===== src/design/isa_pkg.sv =====
`default_nettype none

package isa_pkg;

	////////////////////////////////////////////////////////////
	// opcodes of the supported subset
	////////////////////////////////////////////////////////////

	localparam logic [6:0] OPC_OP     = 7'b0110011;
	localparam logic [6:0] OPC_OP_IMM = 7'b0010011;
	localparam logic [6:0] OPC_LUI    = 7'b0110111;
	localparam logic [6:0] OPC_AUIPC  = 7'b0010111;
	localparam logic [6:0] OPC_JAL    = 7'b1101111;
	localparam logic [6:0] OPC_JALR   = 7'b1100111;

	// funct3 for the alu group, shared by op and op-imm
	localparam logic [2:0] F3_ADDSUB = 3'b000;
	localparam logic [2:0] F3_XOR    = 3'b100;
	localparam logic [2:0] F3_OR     = 3'b110;
	localparam logic [2:0] F3_AND    = 3'b111;

	////////////////////////////////////////////////////////////
	// decoded classes and alu operations
	////////////////////////////////////////////////////////////

	// instruction class, picks operands and next pc
	typedef enum logic [2:0] {
		OP_R,
		OP_I,
		OP_U,
		OP_UPC,
		OP_J,
		OP_JR,
		OP_NONE
	} op_type_e;

	typedef enum logic [2:0] {
		ALU_ADD,
		ALU_SUB,
		ALU_XOR,
		ALU_AND,
		ALU_OR
	} alu_op_e;

	// raw field split, r-type layout
	// other formats reuse the same bit positions
	typedef struct packed {
		logic [6:0] funct7;
		logic [4:0] rs2;
		logic [4:0] rs1;
		logic [2:0] funct3;
		logic [4:0] rd;
		logic [6:0] opcode;
	} rv_instr_t;

endpackage

`default_nettype wire


===== src/design/core_pkg.sv =====
`default_nettype none

package core_pkg;

	////////////////////////////////////////////////////////////
	// datapath width
	////////////////////////////////////////////////////////////

	localparam int XLEN = 32;

	////////////////////////////////////////////////////////////
	// decode -> execute
	////////////////////////////////////////////////////////////

	typedef struct packed {
		isa_pkg::op_type_e op;
		isa_pkg::alu_op_e  alu;
		logic [4:0]        rd;
		logic [4:0]        rs1;
		logic [4:0]        rs2;
		// already sign extended and shifted for its format
		logic [XLEN-1:0]   imm;
	} decoded_t;

	////////////////////////////////////////////////////////////
	// retire record
	////////////////////////////////////////////////////////////

	// also drives the register file write port
	typedef struct packed {
		logic [XLEN-1:0] pc;
		logic            wen;
		logic [4:0]      rd;
		logic [XLEN-1:0] wdata;
	} retire_t;

endpackage

`default_nettype wire


===== src/design/exec_unit.sv =====
`timescale 1ns/1ns
`default_nettype none

module exec_unit (
	input  logic [core_pkg::XLEN-1:0] pc,
	input  core_pkg::decoded_t        dec,
	input  logic [core_pkg::XLEN-1:0] rdata1,
	input  logic [core_pkg::XLEN-1:0] rdata2,
	output core_pkg::retire_t         ret,
	output logic [core_pkg::XLEN-1:0] npc
);

	import isa_pkg::*;
	import core_pkg::*;

	logic [XLEN-1:0] snpc;
	logic [XLEN-1:0] opa;
	logic [XLEN-1:0] opb;
	logic [XLEN-1:0] res;
	logic [XLEN-1:0] jr_sum;
	alu_op_e         alu;

	// sequential next pc, also the link value
	assign snpc = pc + XLEN'(4);

	////////////////////////////////////////////////////////////
	// operand select
	////////////////////////////////////////////////////////////

	always_comb begin
		case (dec.op)
			OP_R, OP_I:  opa = rdata1;
			OP_U:        opa = dec.imm;
			OP_UPC:      opa = pc;
			OP_J, OP_JR: opa = snpc;
			default:     opa = '0;
		endcase
	end

	always_comb begin
		case (dec.op)
			OP_R:         opb = rdata2;
			OP_I, OP_UPC: opb = dec.imm;
			// lui and jumps pass opa through
			default:      opb = '0;
		endcase
	end

	////////////////////////////////////////////////////////////
	// alu
	////////////////////////////////////////////////////////////

	// funct3 is only meaningful for r and i
	// lui, auipc and jumps all need a plain add
	assign alu = (dec.op == OP_R || dec.op == OP_I) ? dec.alu : ALU_ADD;

	always_comb begin
		case (alu)
			ALU_SUB: res = opa - opb;
			ALU_XOR: res = opa ^ opb;
			ALU_AND: res = opa & opb;
			ALU_OR:  res = opa | opb;
			default: res = opa + opb;
		endcase
	end

	////////////////////////////////////////////////////////////
	// retire and next pc
	////////////////////////////////////////////////////////////

	assign ret.pc    = pc;
	assign ret.wen   = (dec.op != OP_NONE);
	assign ret.rd    = dec.rd;
	assign ret.wdata = res;

	// jalr target, low bit forced to zero
	assign jr_sum = rdata1 + dec.imm;

	always_comb begin
		case (dec.op)
			OP_J:    npc = pc + dec.imm;
			OP_JR:   npc = {jr_sum[XLEN-1:1], 1'b0};
			default: npc = snpc;
		endcase
	end

endmodule

`default_nettype wire


===== config.mk =====
export PLATFORM = sky130hd
export DESIGN_NAME = exec_unit
export DESIGN_NICKNAME = d
export VERILOG_FILES = /design/src/design/isa_pkg.sv /design/src/design/core_pkg.sv /design/src/design/exec_unit.sv
export SDC_FILE = /design/constraint.sdc
export NUM_CORES = 1
export LEC_CHECK = 0
export ABC_AREA = 1
export BUFFER_PORTS_ARGS = -buffer_cell sky130_fd_sc_hd__buf_2
export CORE_MARGIN = 5
export CORE_UTILIZATION = 30
export DETAILED_ROUTE_END_ITERATION = 12
export GPL_ROUTABILITY_DRIVEN = 0
export PLACE_DENSITY = 0.6
export SYNTH_ARGS = -nofsm -noshare
export SYNTH_HDL_FRONTEND = slang
export SYNTH_SLANG_ARGS = --single-unit

===== constraint.sdc =====
create_clock -name vclk -period 5.05
set_clock_uncertainty 0.1 [all_clocks]
set_input_delay 1.01 -clock vclk [all_inputs]
set_output_delay 1.01 -clock vclk [all_outputs]
set_load 0.02 [all_outputs]

Yosys cells after proc, flatten, opt, wreduce, memory -nomap -nowiden
Index checks and enable logic that the tools add are counted.

cells by class
  $add $sub $neg = 5
  eq/ne operators = 10
  muxes and demuxes = 5
  bitwise logic cells = 3
  reduce and logical (&&, ||, !) cells = 5

operators by type and width
  operator                                                         count
  32-bit one-hot mux with 4 select lines                           2
  32-bit one-hot mux with 2 select lines                           2
  32-bit adder                                                     3
  32-bit by 3-bit adder with 32-bit output, second input constant  1
  32-bit bitwise AND                                               1
  32-bit bitwise OR                                                1
  32-bit subtractor                                                1
  32-bit bitwise XOR                                               1
  3-bit by 2-bit == test with 1-bit output, second input constant  4
  3-bit == test, second input constant                             3
  3-bit by 1-bit == test with 1-bit output, second input constant  2
  2-bit OR reduction                                               3
  3-bit zero test                                                  1
  3-bit 2-to-1 mux                                                 1
  3-bit inequality test, second input constant                     1
  1-bit logical OR                                                 1

word-level totals
  register bits = 0
  word-level logic and storage cells = 28

Logic depth before layout (Yosys ltp)
  depth in word-level cells = 5
  mapped depth = 27
  mapped depth without buffers = 26

Worst setup path after synthesis
No wires, ideal clock.

  path type = input port to output port
  start = input port dec[51] (netlist name)
  end = output port ret[23] (netlist name)
  arrival = 4015 ps
  data required time = 3940 ps
  path slack = -75 ps
  stages = 21
  buffers on the path = 1
  cell sequence = nor2_1 > buf_4 > nand2_1 > o21ai_1 > inv_2 > ha_1 > inv_1 > nor2_2 > a21oi_1 > xor2_1 > ha_1 > a21oi_1 > a21boi_0 > o21ai_0 > nand3_1 > nand2_1 > nand2_1 > nand2_1 > nand2_1 > nand2_1 > o21ai_0

RTL lines
  element          line            source
  start, declared  exec_unit.sv:6  input core_pkg::decoded_t dec,
  end, declared    exec_unit.sv:9  output core_pkg::retire_t ret,

==> flow_summary.ini <==
[critical_path]
slowest_delay_ns = 0.31
crit_path_end = ret[29]
critical_path_buf_inv_count = 7
cp_common_cell = buf_6
startpoint_type = primary input
crit_family = simple AND/OR/NAND/NOR gates
crit_slowest_cell = ha_1
cp_num_cells = 25
crit_required_ns = 3.94
crit_type = in2out
cp-startpoint = dec[51]
path_max_fanout = 4
arrival_ns = 4.38
worstSetupEndpointType = output pin

[synthesis]
syn-num-nets = 2253
synth_common_cells = 477 x nand2_1, 231 x inv_1, 214 x nor2_1
yosysTopAreaCell = ha_1
ys_seq_area_share_pct = 0
synth.distinct_cells = 48
synth_area_leaders = ha_1 18%, nand2_1 17%, inv_1 8.1%, nand3_1 8.0%, nor2_1 7.5%
yosysMostFrequentCell = nand2_1
synth.avg_cell_area_um2 = 5.517
postSynthCellCount = 1943
synth_top_area_share_pct = 18.44
syn-cell-area_um2 = 10720
yosys_warnings = 0

[drt]
ant_nets = 0
wire_per_inst_um = 20.21
drt_pass1_iterations = 6
via_per_inst = 5.622
drc_errors = 0
drt_wl_total_mm = 60.22
drt_iter0_markers = 1783
num_vias = 16750

[floorplan]
die-width_um = 199.0
die_y_um = 199.0
io-pin-count = 251
die-area_um2 = 39610
placementRows = 69
initial_core_util_pct = 30.28
core_area_um2 = 35400

[timing]
period_minus_slack_ns = 5.491
hold-worst-slack_ns = 1.920
relSlewSlack_pct = 57.43
period_share_pct = 108.7
tightestPinTransition_ns = 0.6378
setup_ws_ns = -0.4410
fmax_mhz = 182.1
drv_slew = 0
finalSetupViolCount = 25
rsz0062_at_grt = yes
hold_viol = 0

[global_route]
grt_pass1_vias = 15800
grt_overflow_total = 0
antenna_found_initial = 2
grt_max_degree = 33
track_usage_pct = 26.77
grt_pass1_wl_mm = 84.97

[worst_hold_path]
hold_path.class = in2out
min_from = dec[43]

[cells_and_area]
num-fill-cells = 3372
layout-drive-gt1-share_pct = 40.84
multiInputGateArea_um2 = 11250
seq_area_um2 = 0
nClkBuffers = 0
nNetsFinal = 2829
seq_cells = 0
areaGrowthSynthToFinish_pct = 62.96

[outcome]
violations = negative setup slack
status = finished with violations

[placed_design]
dp.final_hpwl_mm = 46.13
numPortBuffers = 231
place_ws_ns = -0.6502

[pwr]
p_total_mw = 2.854
vdd_drop_max_v = 0.0001056
p_leak_nw = 8.749
p_per_area_nw_per_um2 = 163.4

[clock_network]
cts_hold_buf = 0

[run]
maxCapViolCount = 0
==> stage by stage <==
stage	setup TNS [ns]	std cells	util, %	area (µm²)
after floorplan	0	1943	-	10720
after global placement	-10.41	2890	41.02	14520
after detailed placement	-11.59	2890	41.02	14520
after CTS	-2.010	2945	45.52	16110
after global routing	-10.47	2980	49.35	17470
final	-6.060	2980	49.35	17470
==> metal layers <==
layer,up-vias,GRT usage [%],wire (µm)
li1,7690,-,-
met1,7681,35.29,22900
met2,1128,45.88,27850
met3,255,3.083,6401
met4,0,8.004,3069
met5,-,0,0
==> layout make-up <==
cell class,instances,area share [%]
diodes,2,0.02865
inverters,240,5.372
multi-input cells,1623,64.38
well taps,461,3.302
repair buffers,654,26.92
==> cell families after synthesis <==
kind of cell	count (synthesis)	synth area share, %
AND/OR/NAND/NOR	985	39.57
AO/OA/AOI/OAI	407	22.89
buffers and inverters	320	12.82
adder cells (fa/ha/maj)	161	19.00
XOR/XNOR	70	5.720
==> repair_timing <==
| item | in CTS | in global routing |
|---|---|---|
| cloned | 1 | 1 |
| gates resized for setup | 298 | 271 |
| setup endpoints to repair | 27 | 28 |
| pin swaps | 110 | 102 |
| setup buffers | 56 | 34 |
==> power breakdown <==
group             total, mW  internal, mW  switching (mW)
Combinational          2.85          1.21            1.64
Sequential                0             0               0
Clock          0.0000000533  0.0000000533               0
==> layout by cell type, fill, tap and decap left out, drive strengths merged, types with 37 or more instances in the layout <==
| master | count |
|---|---|
| nand3 | 172 |
| nand4 | 37 |
| xor2 | 61 |
| nor2 | 223 |
| inv | 238 |
| nand2 | 486 |
| o21ai | 114 |
| buf | 653 |
| ha | 158 |
| a21oi | 158 |
==> worst min-delay path by stage <==
| stage | end | slack, ns | cells after the start |
|---|---|---|---|
| 6_report | ret[33] | 1.92 | 0 |
| 5_1_grt | ret[33] | 1.92 | 0 |
| 4_1_cts | ret[32] | 1.92 | 0 |
| 3_5_place_dp | ret[32] | 1.92 | 0 |
| 3_3_place_gp | ret[32] | 1.92 | 0 |
| 2_1_floorplan | ret[32] | 2.03 | 1 |
No activity file was read; power rests on OpenSTA's default activity.
