**src/design/isa_pkg.sv**
```systemverilog
`default_nettype none

package isa_pkg;

	////////////////////////////////////////////////////////////
	// opcodes of the supported subset
	////////////////////////////////////////////////////////////

	localparam logic [6:0] OPC_OP     = 7'b0110011;
	localparam logic [6:0] OPC_OP_IMM = 7'b0010011;
	localparam logic [6:0] OPC_LUI    = 7'b0110111;
	localparam logic [6:0] OPC_AUIPC  = 7'b0010111;
	localparam logic [6:0] OPC_JAL    = 7'b1101111;
	localparam logic [6:0] OPC_JALR   = 7'b1100111;

	// funct3 for the alu group, shared by op and op-imm
	localparam logic [2:0] F3_ADDSUB = 3'b000;
	localparam logic [2:0] F3_XOR    = 3'b100;
	localparam logic [2:0] F3_OR     = 3'b110;
	localparam logic [2:0] F3_AND    = 3'b111;

	////////////////////////////////////////////////////////////
	// decoded classes and alu operations
	////////////////////////////////////////////////////////////

	// instruction class, picks operands and next pc
	typedef enum logic [2:0] {
		OP_R,
		OP_I,
		OP_U,
		OP_UPC,
		OP_J,
		OP_JR,
		OP_NONE
	} op_type_e;

	typedef enum logic [2:0] {
		ALU_ADD,
		ALU_SUB,
		ALU_XOR,
		ALU_AND,
		ALU_OR
	} alu_op_e;

	// raw field split, r-type layout
	// other formats reuse the same bit positions
	typedef struct packed {
		logic [6:0] funct7;
		logic [4:0] rs2;
		logic [4:0] rs1;
		logic [2:0] funct3;
		logic [4:0] rd;
		logic [6:0] opcode;
	} rv_instr_t;

endpackage

`default_nettype wire

```
**src/design/core_pkg.sv**
```systemverilog
`default_nettype none

package core_pkg;

	////////////////////////////////////////////////////////////
	// datapath width
	////////////////////////////////////////////////////////////

	localparam int XLEN = 32;

	////////////////////////////////////////////////////////////
	// decode -> execute
	////////////////////////////////////////////////////////////

	typedef struct packed {
		isa_pkg::op_type_e op;
		isa_pkg::alu_op_e  alu;
		logic [4:0]        rd;
		logic [4:0]        rs1;
		logic [4:0]        rs2;
		// already sign extended and shifted for its format
		logic [XLEN-1:0]   imm;
	} decoded_t;

	////////////////////////////////////////////////////////////
	// retire record
	////////////////////////////////////////////////////////////

	// also drives the register file write port
	typedef struct packed {
		logic [XLEN-1:0] pc;
		logic            wen;
		logic [4:0]      rd;
		logic [XLEN-1:0] wdata;
	} retire_t;

endpackage

`default_nettype wire

```
**src/design/decode_unit.sv**
```systemverilog
`timescale 1ns/1ns
`default_nettype none

module decode_unit (
	input  logic [31:0]        instr,
	output core_pkg::decoded_t dec
);

	import isa_pkg::*;
	import core_pkg::*;

	rv_instr_t        f;
	op_type_e         op;
	alu_op_e          alu;
	logic [XLEN-1:0]  imm_i;
	logic [XLEN-1:0]  imm_u;
	logic [XLEN-1:0]  imm_j;
	logic [XLEN-1:0]  imm;

	assign f = instr;

	////////////////////////////////////////////////////////////
	// instruction class
	////////////////////////////////////////////////////////////

	always_comb begin
		case (f.opcode)
			OPC_OP:     op = OP_R;
			OPC_OP_IMM: op = OP_I;
			OPC_LUI:    op = OP_U;
			OPC_AUIPC:  op = OP_UPC;
			OPC_JAL:    op = OP_J;
			OPC_JALR:   op = OP_JR;
			// anything else retires as a no-op
			default:    op = OP_NONE;
		endcase
	end

	////////////////////////////////////////////////////////////
	// immediates
	////////////////////////////////////////////////////////////

	// i-type, also jalr
	assign imm_i = {{20{instr[31]}}, instr[31:20]};
	// upper 20 bits, low 12 zero
	assign imm_u = {instr[31:12], 12'b0};
	// jal offset, bit 0 always zero
	assign imm_j = {{12{instr[31]}}, instr[19:12], instr[20], instr[30:21], 1'b0};

	always_comb begin
		case (op)
			OP_I, OP_JR:  imm = imm_i;
			OP_U, OP_UPC: imm = imm_u;
			OP_J:         imm = imm_j;
			// r-type and no-op carry no immediate
			default:      imm = '0;
		endcase
	end

	////////////////////////////////////////////////////////////
	// alu operation
	////////////////////////////////////////////////////////////

	always_comb begin
		case (f.funct3)
			// funct7[5] selects sub, r-type only
			F3_ADDSUB: alu = (op == OP_R && f.funct7[5]) ? ALU_SUB : ALU_ADD;
			F3_XOR:    alu = ALU_XOR;
			F3_OR:     alu = ALU_OR;
			F3_AND:    alu = ALU_AND;
			default:   alu = ALU_ADD;
		endcase
	end

	assign dec.op  = op;
	assign dec.alu = alu;
	assign dec.rd  = f.rd;
	assign dec.rs1 = f.rs1;
	assign dec.rs2 = f.rs2;
	assign dec.imm = imm;

endmodule

`default_nettype wire

```
**config.mk**
```make
export PLATFORM = sky130hd
export DESIGN_NAME = decode_unit
export DESIGN_NICKNAME = d
export VERILOG_FILES = /design/src/design/isa_pkg.sv /design/src/design/core_pkg.sv /design/src/design/decode_unit.sv
export SDC_FILE = /design/constraint.sdc
export NUM_CORES = 1
export LEC_CHECK = 0
export ABC_AREA = 1
export BUFFER_PORTS_ARGS = -buffer_cell sky130_fd_sc_hd__buf_2
export CAP_MARGIN = 25
export CORE_MARGIN = 5
export CORE_UTILIZATION = 35
export DETAILED_ROUTE_END_ITERATION = 6
export GPL_TIMING_DRIVEN = 0
export MAX_ROUTING_LAYER = met4
export PLACE_DENSITY = 0.83
export SLEW_MARGIN = 20
export SYNTH_ARGS = -nofsm -noshare
export SYNTH_HDL_FRONTEND = slang
export SYNTH_SLANG_ARGS = --single-unit
```
**constraint.sdc**
```tcl
create_clock -name vclk -period 1.66
set_input_delay 0.332 -clock vclk [all_inputs]
set_output_delay 0.332 -clock vclk [all_outputs]
set_load 0.1 [all_outputs]
```
==> results.rst, run 1 <==
.. list-table::
   :header-rows: 1

   * - Metric
     - Value
   * - Result of the run
     - did not finish
   * - Halt Stage
     - 4_1_cts
   * - Halt Reason
     - [ERROR DPL-0038] Utilization greater than 100%, impossible to legalize
   * - Post-Syn Instances
     - 125
   * - Post-cts gate resize count
     - 174
   * - Global placer's final weighted congestion
     - 0.7670
   * - Syn nets
     - 157
   * - HPWL after detailed placement
     - 2.655 mm
   * - Worst setup timing slack at the placement stage
     - -0.6303 ns
   * - Synthesized area per cell
     - 5.615 um2
   * - Chip width
     - 54.78 um
   * - Unique cell type count in the Yosys netlist
     - 23
   * - Area of the mapped netlist
     - 701.9 um2
   * - Die Ht
     - 54.78 um
   * - Post-synthesis sequential area ratio
     - 0%
   * - I/O pin total
     - 85
   * - Initial Util
     - 36.15%
   * - Yosys warnings
     - 0
   * - # port buffers
     - 80
   * - # placed instances
     - 232
   * - Cts-stage hold buffer count
     - 0
   * - Postcts setup bufs
     - 10
   * - Site Rows
     - 16
-- cell families after synthesis --
group,synth area share [%]
and+or+nand+nor,54.72
buffers and inverters,33.87
AOI/OAI and AO/OA,11.41
-- metrics by stage --
stage | instance area (um2) | hold slack, ns | utilization [%]
after detailed placement | 1620 | 1.049 | 83.44
after floorplan | 1186 | 0.7731 | -
after global placement | 1620 | 1.049 | 83.44
-- cell usage after synthesis (3+ instances only) --
cell,n,area (um2)
sky130_fd_sc_hd__buf_4,16,120.1
sky130_fd_sc_hd__nand3_1,13,65.06
sky130_fd_sc_hd__inv_1,16,60.06
sky130_fd_sc_hd__nand3_2,3,30.03
sky130_fd_sc_hd__nand3_4,3,52.55
sky130_fd_sc_hd__nand2_1,27,101.4
sky130_fd_sc_hd__nor2_1,17,63.81
sky130_fd_sc_hd__o21ai_0,6,30.03
sky130_fd_sc_hd__inv_2,5,18.77
==> inputs of run 2 (changes only) <==
--- a/config.mk
+++ b/config.mk
@@ -8,12 +8,11 @@
 export ABC_AREA = 1
 export BUFFER_PORTS_ARGS = -buffer_cell sky130_fd_sc_hd__buf_2
 export CAP_MARGIN = 25
-export CORE_MARGIN = 5
-export CORE_UTILIZATION = 35
+export CORE_AREA = 5 5 66 68
 export DETAILED_ROUTE_END_ITERATION = 6
+export DIE_AREA = 0 0 71 73
 export GPL_TIMING_DRIVEN = 0
-export MAX_ROUTING_LAYER = met4
-export PLACE_DENSITY = 0.83
+export PLACE_DENSITY_LB_ADDON = 0.15
 export SLEW_MARGIN = 20
 export SYNTH_ARGS = -nofsm -noshare
 export SYNTH_HDL_FRONTEND = slang
==> run 2 against run 1 <==
Compared with the run above: the flow now finishes, with violations (setup timing); synthesized cell count unchanged; area after synthesis unchanged.
==> results.rst, run 2 <==
.. list-table::
   :header-rows: 1

   * - Metric
     - Value
   * - Result of the run
     - finished, violations left
   * - Violated checks
     - setup timing
   * - Leading cell types in the layout, fill and taps excluded
     - 39 x sky130_fd_sc_hd__buf_12, 38 x sky130_fd_sc_hd__buf_2, 26 x sky130_fd_sc_hd__buf_4
   * - Worst hold path type
     - primary input to output pin
   * - Peak ir drop on the vdd network
     - 0.1634 mV
   * - HPWL after detailed placement
     - 2.348 mm (-12%)
   * - Global placer's final weighted congestion
     - 0.6539 (-15%)
   * - Chip width
     - 71 um (+30%)
   * - # port buffers
     - 80 (unchanged)
   * - Cell with the most instances after synthesis
     - sky130_fd_sc_hd__nand2_1
   * - Cell-internal power
     - 189.0 uW
   * - Wire length of the first global-routing pass
     - 5.858 mm
   * - Setup TNS
     - -4.880 ns
   * - Area of the multi-input gates
     - 968.4 um2
   * - Leading post-synthesis cells by cell area
     - sky130_fd_sc_hd__buf_4 17%, sky130_fd_sc_hd__nand2_1 14%, sky130_fd_sc_hd__nand3_1 9.3%
   * - Part of the total power dissipated in combinational logic
     - 100.0%
   * - Final Cycle Share
     - 111.0%
   * - Cells traversed along the worst timing path
     - buf_12 -> inv_12 -> nand2_8 -> inv_4 -> nand3_4 -> nor2_4 -> nor2_4 -> o21ai_4 -> buf_16 -> nor2_4 -> buf_12
   * - Iter 0 DRT Violations
     - 14
   * - Most common library cell in the layout ignoring fill and taps
     - sky130_fd_sc_hd__buf_12
   * - Worst endpoint data arrival time
     - 1.51 ns
   * - Initial DRT Pass Iterations
     - 2
   * - Register cell area after layout
     - 0 um2
   * - Share of Yosys cell area claimed by the top area cell type
     - 17.11% (unchanged)
   * - Detailed-route via count
     - 1135
   * - DIE AREA
     - 5183 um2
   * - Routed wire length per instance
     - 12.67 um
   * - Sequential cell count of the final layout
     - 0
   * - Site Rows
     - 23 (+7)
   * - I/O pin total
     - 85 (unchanged)
   * - Layout cell share with drive strength beyond 1
     - 83.93%
   * - Syn nets
     - 157 (unchanged)
   * - Remaining Overflow, GRT
     - 0
   * - Area after DPL
     - 1649 um2 (+1.8%)
   * - Yosys warnings
     - 0 (unchanged)
   * - Unrepaired setup endpoints after global routing
     - true
   * - Area of the mapped netlist
     - 701.9 um2 (unchanged)
   * - DRC viols
     - 0
   * - Antenna-violating nets left
     - 0
   * - Layout overhead on the synthesized area
     - 261.9%
   * - Fillcell total
     - 314
   * - Cell taking the most area after synthesis
     - sky130_fd_sc_hd__buf_4
   * - Slew @ Worst Pin
     - 0.4904 ns
   * - Number of failing setup endpoints in the final timing report
     - 32
   * - Static power due to leakage
     - 1.229 nW
   * - Leading post-synthesis cells by instance count
     - 27 x sky130_fd_sc_hd__nand2_1, 17 x sky130_fd_sc_hd__nor2_1, 16 x sky130_fd_sc_hd__buf_4, 16 x sky130_fd_sc_hd__inv_1, 13 x sky130_fd_sc_hd__nand3_1
   * - # nets final
     - 258
   * - Maximum fanout count along the critical path
     - 5
   * - Crit end category
     - output pin
   * - Synthesized area per cell
     - 5.615 um2 (unchanged)
   * - Final worst path period need
     - 1.843 ns
   * - Core region area
     - 3799 um2
   * - CP Launch Type
     - primary input
   * - GRT Overall Usage
     - 13.58%
   * - Slew headroom
     - 67.53%
   * - Final worst setup slack
     - -0.1827 ns
   * - Switching Fraction
     - 68.89%
   * - Critical Path Slowest Stage Cell
     - sky130_fd_sc_hd__nor2_4
   * - Max incr delay on CP
     - 0.22 ns
   * - Vias in the first global route
     - 1225
   * - Sequential fraction of design power
     - 0%
   * - Clock buffer cells
     - 0
   * - CP Data Required Time
     - 1.33 ns
   * - Initial Util
     - 18.48% (-18 points)
   * - Die Ht
     - 73 um (+33%)
   * - Number of diodes added for antenna fixing
     - 0
   * - Detailed-route vias per instance
     - 4.142
   * - Maxcap violations
     - 0
   * - Power density normalized to cell area
     - 239.2 nW/um2
   * - Max-slew violation total from the final report
     - 0
   * - Cts-stage hold buffer count
     - 0 (unchanged)
   * - Post-Layout Inst Area
     - 2540 um2
   * - Maximum achievable frequency
     - 542.7 MHz
   * - Pin count of the biggest net entering global routing
     - 11
   * - Switching power of the nets
     - 418.5 uW
   * - Wire length after detailed routing
     - 3.471 mm
   * - Antenna violations before repair
     - 0
   * - Unique cell type count in the Yosys netlist
     - 23 (unchanged)
   * - Worst path most repeated cell
     - sky130_fd_sc_hd__nor2_4
   * - Hold violation count in the final report
     - 0
   * - Worst setup timing slack at the placement stage
     - -0.6311 ns (-0.0008300 ns)
   * - Post-synthesis sequential area ratio
     - 0% (unchanged)
   * - CP Class
     - primary input to output pin
   * - Share of total power in the clock network
     - 0%
   * - Post-Syn Instances
     - 125 (unchanged)
==> run 2: cell counts after synthesis <==
No cell type changed its count.
==> run 2: repair_timing <==
action,CTS,global route
buffers inserted,14,1
resized for setup,174,11
endpoints found under the setup margin,36,34
gates cloned,4,0
pin swaps,29,1
==> run 2: worst max-delay path, delay by kind of cell <==
family / cells / cell delay [ns]
buffers and inverters: 5 / 0.56
AND/OR/NAND/NOR: 5 / 0.50
AO/OA/AOI/OAI: 1 / 0.11
==> run 2: power by group through the flow <==
stage          clock (mW)  combinational, mW  sequential (mW)
2_1_floorplan           0              0.406                0
3_3_place_gp            0              0.503                0
3_5_place_dp            0              0.503                0
4_1_cts                 0              0.600                0
5_1_grt                 0              0.631                0
6_report                0              0.607                0
==> run 2: per-stage QoR <==
stage               hold WS (ns)  cells  power (mW)  utilization [%]
global placement           1.049    255      0.5026            43.41
finish                     1.031    274      0.6075            66.86
detailed placement         1.049    255      0.5032            43.41
floorplan                 0.7731    125      0.4063                -
global route               1.052    274      0.6311            66.86
CTS                        1.043    273      0.6002            65.65
==> run 2: kinds of logic after synthesis <==
family / count (synthesis) / share of synthesized area [%]
buffers and inverters: 42 / 33.87
AND/OR/NAND/NOR: 71 / 54.72
AO/OA/AOI/OAI: 12 / 11.41
==> run 2: worst paths after layout <==
path | startpoint | to | depth (start not counted)
worst min-delay path | instr[14] | dec[47] | 3
worst max-delay path | instr[6] | dec[6] | 11
==> run 2: metal layers <==
metal	wire [um]	vias to the layer above	GRT usage, %
li1	-	575	-
met1	1245	511	16.61
met2	1926	49	26.26
met3	299	0	2.342
met4	0	0	0
met5	0	-	0
==> run 2: layout make-up <==
cell class         instances  area share [%]
repair buffers            98           47.39
well taps                 50           2.463
inverters                 23           4.926
plain buffers             19           7.094
multi-input cells         84           38.13
Note: power is estimated with default switching activity, not from simulation.
==> inputs of run 3 (changes only) <==
--- a/config.mk
+++ b/config.mk
@@ -13,7 +13,9 @@
 export DIE_AREA = 0 0 71 73
 export GPL_TIMING_DRIVEN = 0
 export PLACE_DENSITY_LB_ADDON = 0.15
+export REMOVE_ABC_BUFFERS = 1
 export SLEW_MARGIN = 20
 export SYNTH_ARGS = -nofsm -noshare
 export SYNTH_HDL_FRONTEND = slang
 export SYNTH_SLANG_ARGS = --single-unit
+export TNS_END_PERCENT = 20
==> run 3 against run 2 <==
Compared with the run above: the run still ends with setup timing left; setup slack improved by 0.013 ns; first-iteration DRC count increased to 5.2 times the previous value; cell count decreased by 9.5%; die area unchanged; flip-flop and latch count unchanged; global-route usage decreased by 0.92 points; total power decreased by 20%; largest power group unchanged.
==> results.rst, run 3 (same netlist as run 2, synthesis figures left out) <==
.. list-table::
   :header-rows: 1

   * - Metric
     - Value
   * - Result of the run
     - finished, violations left
   * - Violated checks
     - setup timing
   * - Final Util
     - 53.16% (-14 points)
   * - Final Cycle Share
     - 110.2% (-0.78 points)
   * - Core region area
     - 3799 um2 (unchanged)
   * - Peak ir drop on the vdd network
     - 0.08895 mV (-46%)
   * - Layout cell share with drive strength beyond 1
     - 78.79% (-5.1 points)
   * - # port buffers
     - 75 (-6.3%)
   * - Power density normalized to cell area
     - 240.6 nW/um2 (+0.58%)
   * - Detailed-route vias per instance
     - 4.379 (+5.7%)
   * - Routed wire length per instance
     - 13.85 um (+9.3%)
   * - CP Class
     - primary input to output pin
   * - Final worst setup slack
     - -0.1698 ns (+0.01287 ns)
   * - Maximum fanout count along the critical path
     - 6 (+1)
   * - Most common library cell in the layout ignoring fill and taps
     - sky130_fd_sc_hd__buf_12
   * - # nets final
     - 232 (-10%)
   * - Wire length of the first global-routing pass
     - 5.464 mm (-6.7%)
   * - Switching power of the nets
     - 346.2 uW (-17%)
   * - Cell-internal power
     - 139.6 uW (-26%)
   * - Sequential cell count of the final layout
     - 0 (unchanged)
   * - Hold violation count in the final report
     - 0 (unchanged)
   * - Register cell area after layout
     - 0 um2 (unchanged)
   * - Global placer's final weighted congestion
     - 0.7000 (+7.1%)
   * - Leading cell types in the layout, fill and taps excluded
     - 39 x sky130_fd_sc_hd__buf_12, 33 x sky130_fd_sc_hd__buf_2, 15 x sky130_fd_sc_hd__inv_1, 15 x sky130_fd_sc_hd__nand2_1
   * - Wire length after detailed routing
     - 3.434 mm (-1.1%)
   * - Initial DRT Pass Iterations
     - 4 (+2)
   * - Antenna-violating nets left
     - 0 (unchanged)
   * - DRC viols
     - 0 (unchanged)
   * - Number of diodes added for antenna fixing
     - 0 (unchanged)
   * - Slew headroom
     - 67.51% (about the same)
   * - Max-slew violation total from the final report
     - 0 (unchanged)
   * - CP Data Required Time
     - 1.33 ns (about the same)
   * - Die Ht
     - 73 um (unchanged)
   * - Final worst path period need
     - 1.830 ns (-0.01287 ns)
   * - Remaining Overflow, GRT
     - 0 (unchanged)
   * - HPWL after detailed placement
     - 2.073 mm (-12%)
   * - Initial Util
     - 18.48% (unchanged)
   * - Iter 0 DRT Violations
     - 73 (+59)
   * - Clock buffer cells
     - 0 (unchanged)
   * - Antenna violations before repair
     - 0 (unchanged)
   * - Sequential fraction of design power
     - 0% (unchanged)
   * - GRT Overall Usage
     - 12.66% (-0.92 points)
   * - Layout overhead on the synthesized area
     - 187.7%
   * - Maxcap violations
     - 0 (unchanged)
   * - Worst hold path type
     - primary input to output pin
   * - Number of failing setup endpoints in the final timing report
     - 33 (+3.1%)
   * - Part of the total power dissipated in combinational logic
     - 100.0% (about the same)
   * - DIE AREA
     - 5183 um2 (unchanged)
   * - Cts-stage hold buffer count
     - 0 (unchanged)
   * - Chip width
     - 71 um (unchanged)
   * - Share of total power in the clock network
     - 0% (unchanged)
   * - Fillcell total
     - 328 (+4.5%)
   * - Slew @ Worst Pin
     - 0.4908 ns (+0.0004226 ns)
   * - I/O pin total
     - 85 (unchanged)
   * - Crit end category
     - output pin
   * - Detailed-route via count
     - 1086 (-4.3%)
   * - CP Launch Type
     - primary input
   * - Switching Fraction
     - 71.27% (+2.4 points)
   * - Worst endpoint data arrival time
     - 1.50 ns (about the same)
   * - Maximum achievable frequency
     - 546.5 MHz (+0.70%)
   * - Overall Power
     - 485.8 uW (-20%)
   * - Static power due to leakage
     - 1.009 nW (-18%)
   * - Vias in the first global route
     - 1157 (-5.6%)
   * - Area of the multi-input gates
     - 757.0 um2 (-22%)
   * - Unrepaired setup endpoints after global routing
     - true
   * - Pin count of the biggest net entering global routing
     - 12 (+1)
   * - Site Rows
     - 23 (unchanged)
run 3: what timing repair did:
item / 4_1_cts / 5_1_grt
pin swaps: 30 / 17
buffers inserted: 10 / 3
endpoints found under the setup margin: 35 / 34
gates resized for setup: 202 / 15
cloned: 4 / 0
run 3: final timing paths:
check	cells past startpoint	start	to	slack [ns]
hold / removal	0	instr[11]	dec[46]	0.66
setup / recovery	11	instr[3]	dec[5]	-0.17
run 3: critical path, stage by stage:
cell,delay (ns)
sky130_fd_sc_hd__buf_6,0.10
sky130_fd_sc_hd__inv_4,0.06
sky130_fd_sc_hd__nand2_2,0.06
sky130_fd_sc_hd__nor2_4,0.09
sky130_fd_sc_hd__nand2_2,0.07
sky130_fd_sc_hd__nand3_4,0.12
sky130_fd_sc_hd__buf_12,0.15
sky130_fd_sc_hd__o21ai_4,0.08
sky130_fd_sc_hd__buf_12,0.15
sky130_fd_sc_hd__nor2_4,0.10
sky130_fd_sc_hd__buf_12,0.18
run 3: final cells by class:
class              instances  share of cell area [%]
inverters                 23                   5.143
multi-input cells         87                   37.48
well taps                 50                   3.098
repair buffers            88                   54.27
run 3: power by group through the flow:
stage	logic (mW)	clock network, mW	registers, mW
floorplan	0.183	0	0
global placement	0.362	0	0
detailed placement	0.360	0	0
CTS	0.468	0	0
global route	0.505	0	0
finish	0.486	0	0
run 3: through the flow:
stage	cells	setup slack (ns)	cell area (um2)	setup TNS [ns]	hold slack, ns
final	248	-0.1698	2019	-3.317	0.6643
after global routing	248	-0.2250	2019	-5.374	0.6646
after CTS	245	-0.1357	1917	-3.636	0.6647
after detailed placement	231	-0.4796	992.2	-13.54	0.6647
after global placement	231	-0.4987	992.2	-14.07	0.6647
after floorplan	106	-1.554	554.3	-33.47	0.6640
run 3: routing by layer:
layer  up-vias  wire (um)  global-route usage, %  share of wire, %
met5         -          0                      0                 0
met4         0          0                 0.2088                 0
met3         0        281                  2.204               8.2
met2        56       1885                  25.75                55
met1       500       1267                  14.38                37
li1        530          -                      -                 -
==> inputs of run 4 (changes only) <==
==> constraint.sdc (replaced) <==
create_clock -name vclk -period 2.3
set_input_delay 0.23 -clock vclk [all_inputs]
set_output_delay 0.23 -clock vclk [all_outputs]
set_load 0.1 [all_outputs]
==> run 4 against run 3 <==
Compared with the run above: the flow now finishes without violations; non-clock buffer count shrank 13; cell count shrank 6.9%; utilization shrank 27 points; setup slack gained 0.53 ns; flip-flop and latch count is the same; via count shrank 15%; global-route usage shrank 3.7 points; design area shrank 51%; count of clock-buffer cells in the layout is the same; combinational power shrank 47%; die area is the same; sequential share of layout area is the same; largest cell class is now multi-input gates.
==> results.rst, run 4 (same netlist as run 2, synthesis figures left out) <==
.. list-table::
   :header-rows: 1

   * - Metric
     - Value
   * - Result of the run
     - finished clean
   * - Final Cycle Share
     - 84.13%
   * - Final worst path period need
     - 1.935 ns
   * - I/O pin total
     - 85 (unchanged)
   * - Site Rows
     - 23 (unchanged)
   * - Detailed-route vias per instance
     - 4.004 (-8.6%)
   * - Critical Path Slowest Stage Cell
     - sky130_fd_sc_hd__buf_2
   * - Slew @ Worst Pin
     - 0.4968 ns (+0.005975 ns)
   * - Cell-internal power
     - 43.11 uW (-69%)
   * - Clock buffer cells
     - 0 (unchanged)
   * - Postcts setup bufs
     - 0 (-10)
   * - Initial Util
     - 18.48% (unchanged)
   * - Setup TNS
     - 0 ns (+3.317 ns)
   * - Detailed-route via count
     - 925 (-15%)
   * - Most common library cell in the layout ignoring fill and taps
     - sky130_fd_sc_hd__buf_2
   * - Fillcell total
     - 443 (+35%)
   * - # port buffers
     - 75 (unchanged)
   * - Maximum achievable frequency
     - 516.8 MHz
   * - Initial DRT Pass Iterations
     - 4 (unchanged)
   * - Layout overhead on the synthesized area
     - 41.35%
   * - CP Class
     - primary input to output pin
   * - Peak ir drop on the vdd network
     - 0.05615 mV (-37%)
   * - Antenna-violating nets left
     - 0 (unchanged)
   * - Wire length after detailed routing
     - 2.388 mm (-30%)
   * - Switching Fraction
     - 83.30% (+12 points)
   * - Maxcap violations
     - 0 (unchanged)
   * - Cells traversed along the worst timing path
     - buf_2 -> nand2_2 -> clkinv_2 -> nand3_1 -> nor2_4 -> nand2_1 -> nand3_1 -> buf_2
   * - CP Launch Type
     - primary input
   * - Static power due to leakage
     - 0.7148 nW (-29%)
   * - Antenna violations before repair
     - 0 (unchanged)
   * - Slew headroom
     - 67.11% (-0.40 points)
   * - Worst hold path type
     - primary input to output pin
   * - Part of the total power dissipated in combinational logic
     - 100.0% (about the same)
   * - CP Data Required Time
     - 2.07 ns (+0.74 ns)
   * - DRC viols
     - 0 (unchanged)
   * - Leading cell types in the layout, fill and taps excluded
     - 75 x sky130_fd_sc_hd__buf_2, 27 x sky130_fd_sc_hd__nand2_1, 17 x sky130_fd_sc_hd__nor2_1
   * - GRT Overall Usage
     - 9.003% (-3.7 points)
   * - Cts-stage hold buffer count
     - 0 (unchanged)
   * - HPWL after detailed placement
     - 2.073 mm (unchanged)
   * - Remaining Overflow, GRT
     - 0 (unchanged)
   * - # nets final
     - 215 (-7.3%)
   * - Sequential cell count of the final layout
     - 0 (unchanged)
   * - DIE AREA
     - 5183 um2 (unchanged)
   * - Iter 0 DRT Violations
     - 20 (-73%)
   * - Core region area
     - 3799 um2 (unchanged)
   * - Final Util
     - 26.12% (-27 points)
   * - Chip width
     - 71 um (unchanged)
   * - Register cell area after layout
     - 0 um2 (unchanged)
   * - Sequential fraction of design power
     - 0% (unchanged)
   * - Max incr delay on CP
     - 0.44 ns (+0.26 ns)
   * - Routed wire length per instance
     - 10.34 um (-25%)
   * - Layout cell share with drive strength beyond 1
     - 53.04% (-26 points)
   * - Pin count of the biggest net entering global routing
     - 21 (+9)
   * - Global placer's final weighted congestion
     - 0.7000 (unchanged)
   * - Hold violation count in the final report
     - 0 (unchanged)
   * - Die Ht
     - 73 um (unchanged)
   * - Max-slew violation total from the final report
     - 0 (unchanged)
   * - Wire length of the first global-routing pass
     - 4.022 mm (-26%)
   * - Worst endpoint data arrival time
     - 1.70 ns (+0.20 ns)
   * - Switching power of the nets
     - 215.1 uW (-38%)
   * - Crit end category
     - output pin
   * - Post-cts gate resize count
     - 0 (-100%)
   * - Number of failing setup endpoints in the final timing report
     - 0 (-100%)
   * - Number of diodes added for antenna fixing
     - 0 (unchanged)
   * - Maximum fanout count along the critical path
     - 11 (+5)
   * - Share of total power in the clock network
     - 0% (unchanged)
   * - Vias in the first global route
     - 878 (-24%)
   * - Power density normalized to cell area
     - 260.2 nW/um2 (+8.2%)
   * - Unrepaired setup endpoints after global routing
     - false
-- run 4: cell count changes in the layout (fill, tap and decap cells not counted), moves of 6 or more --
cell	previous run	this run
sky130_fd_sc_hd__buf_6	6	0
sky130_fd_sc_hd__nand3_2	10	3
sky130_fd_sc_hd__buf_4	8	0
sky130_fd_sc_hd__nand2_2	9	2
sky130_fd_sc_hd__nand3_1	4	13
sky130_fd_sc_hd__nor2_1	1	17
sky130_fd_sc_hd__nor2_2	9	1
sky130_fd_sc_hd__buf_2	33	75
sky130_fd_sc_hd__buf_12	39	0
sky130_fd_sc_hd__nor2_4	10	2
sky130_fd_sc_hd__nand2_1	15	27
-- run 4: final cells by class --
class	instances	area (um2)	share of cell area, %
timing repair buffer	75	375.4	37.83
multi-input combinational	83	464.2	46.78
inverter	23	90.09	9.079
tap	50	62.56	6.305
-- run 4: metrics by stage --
stage,area [um2],hold slack (ns),instances,power [mW],setup WS [ns]
5_1_grt,992.2,0.4606,231,0.2721,0.2135
3_3_place_gp,992.2,0.4607,231,0.2609,0.3453
3_5_place_dp,992.2,0.4607,231,0.2599,0.3644
4_1_cts,992.2,0.4607,231,0.2602,0.3626
2_1_floorplan,554.3,0.4600,106,0.1319,-0.7097
6_report,992.2,0.4603,231,0.2582,0.3651
-- run 4: worst max-delay path: cells and delay by family --
| family | cells | cell delay (ns) |
|---|---|---|
| AND/OR/NAND/NOR | 5 | 0.86 |
| buffers and inverters | 3 | 0.60 |
-- run 4: routing by layer --
| layer | GRT usage, % | up-vias | part of all wire, % |
|---|---|---|---|
| li1 | - | 485 | - |
| met1 | 10.70 | 382 | 41 |
| met2 | 16.99 | 58 | 45 |
| met3 | 2.617 | 0 | 14 |
| met4 | 0 | 0 | 0 |
| met5 | 0 | - | 0 |
-- run 4: power by group through the flow --
stage / clock network (mW) / registers (mW) / logic [mW]
after floorplan: 0 / 0 / 0.132
after global placement: 0 / 0 / 0.261
after detailed placement: 0 / 0 / 0.260
after CTS: 0 / 0 / 0.260
after global routing: 0 / 0 / 0.272
final: 0 / 0 / 0.258
-- run 4: path summary, 6_finish.rpt --
path	start	to	cells past startpoint
min	instr[11]	dec[46]	0
max	instr[1]	dec[30]	8
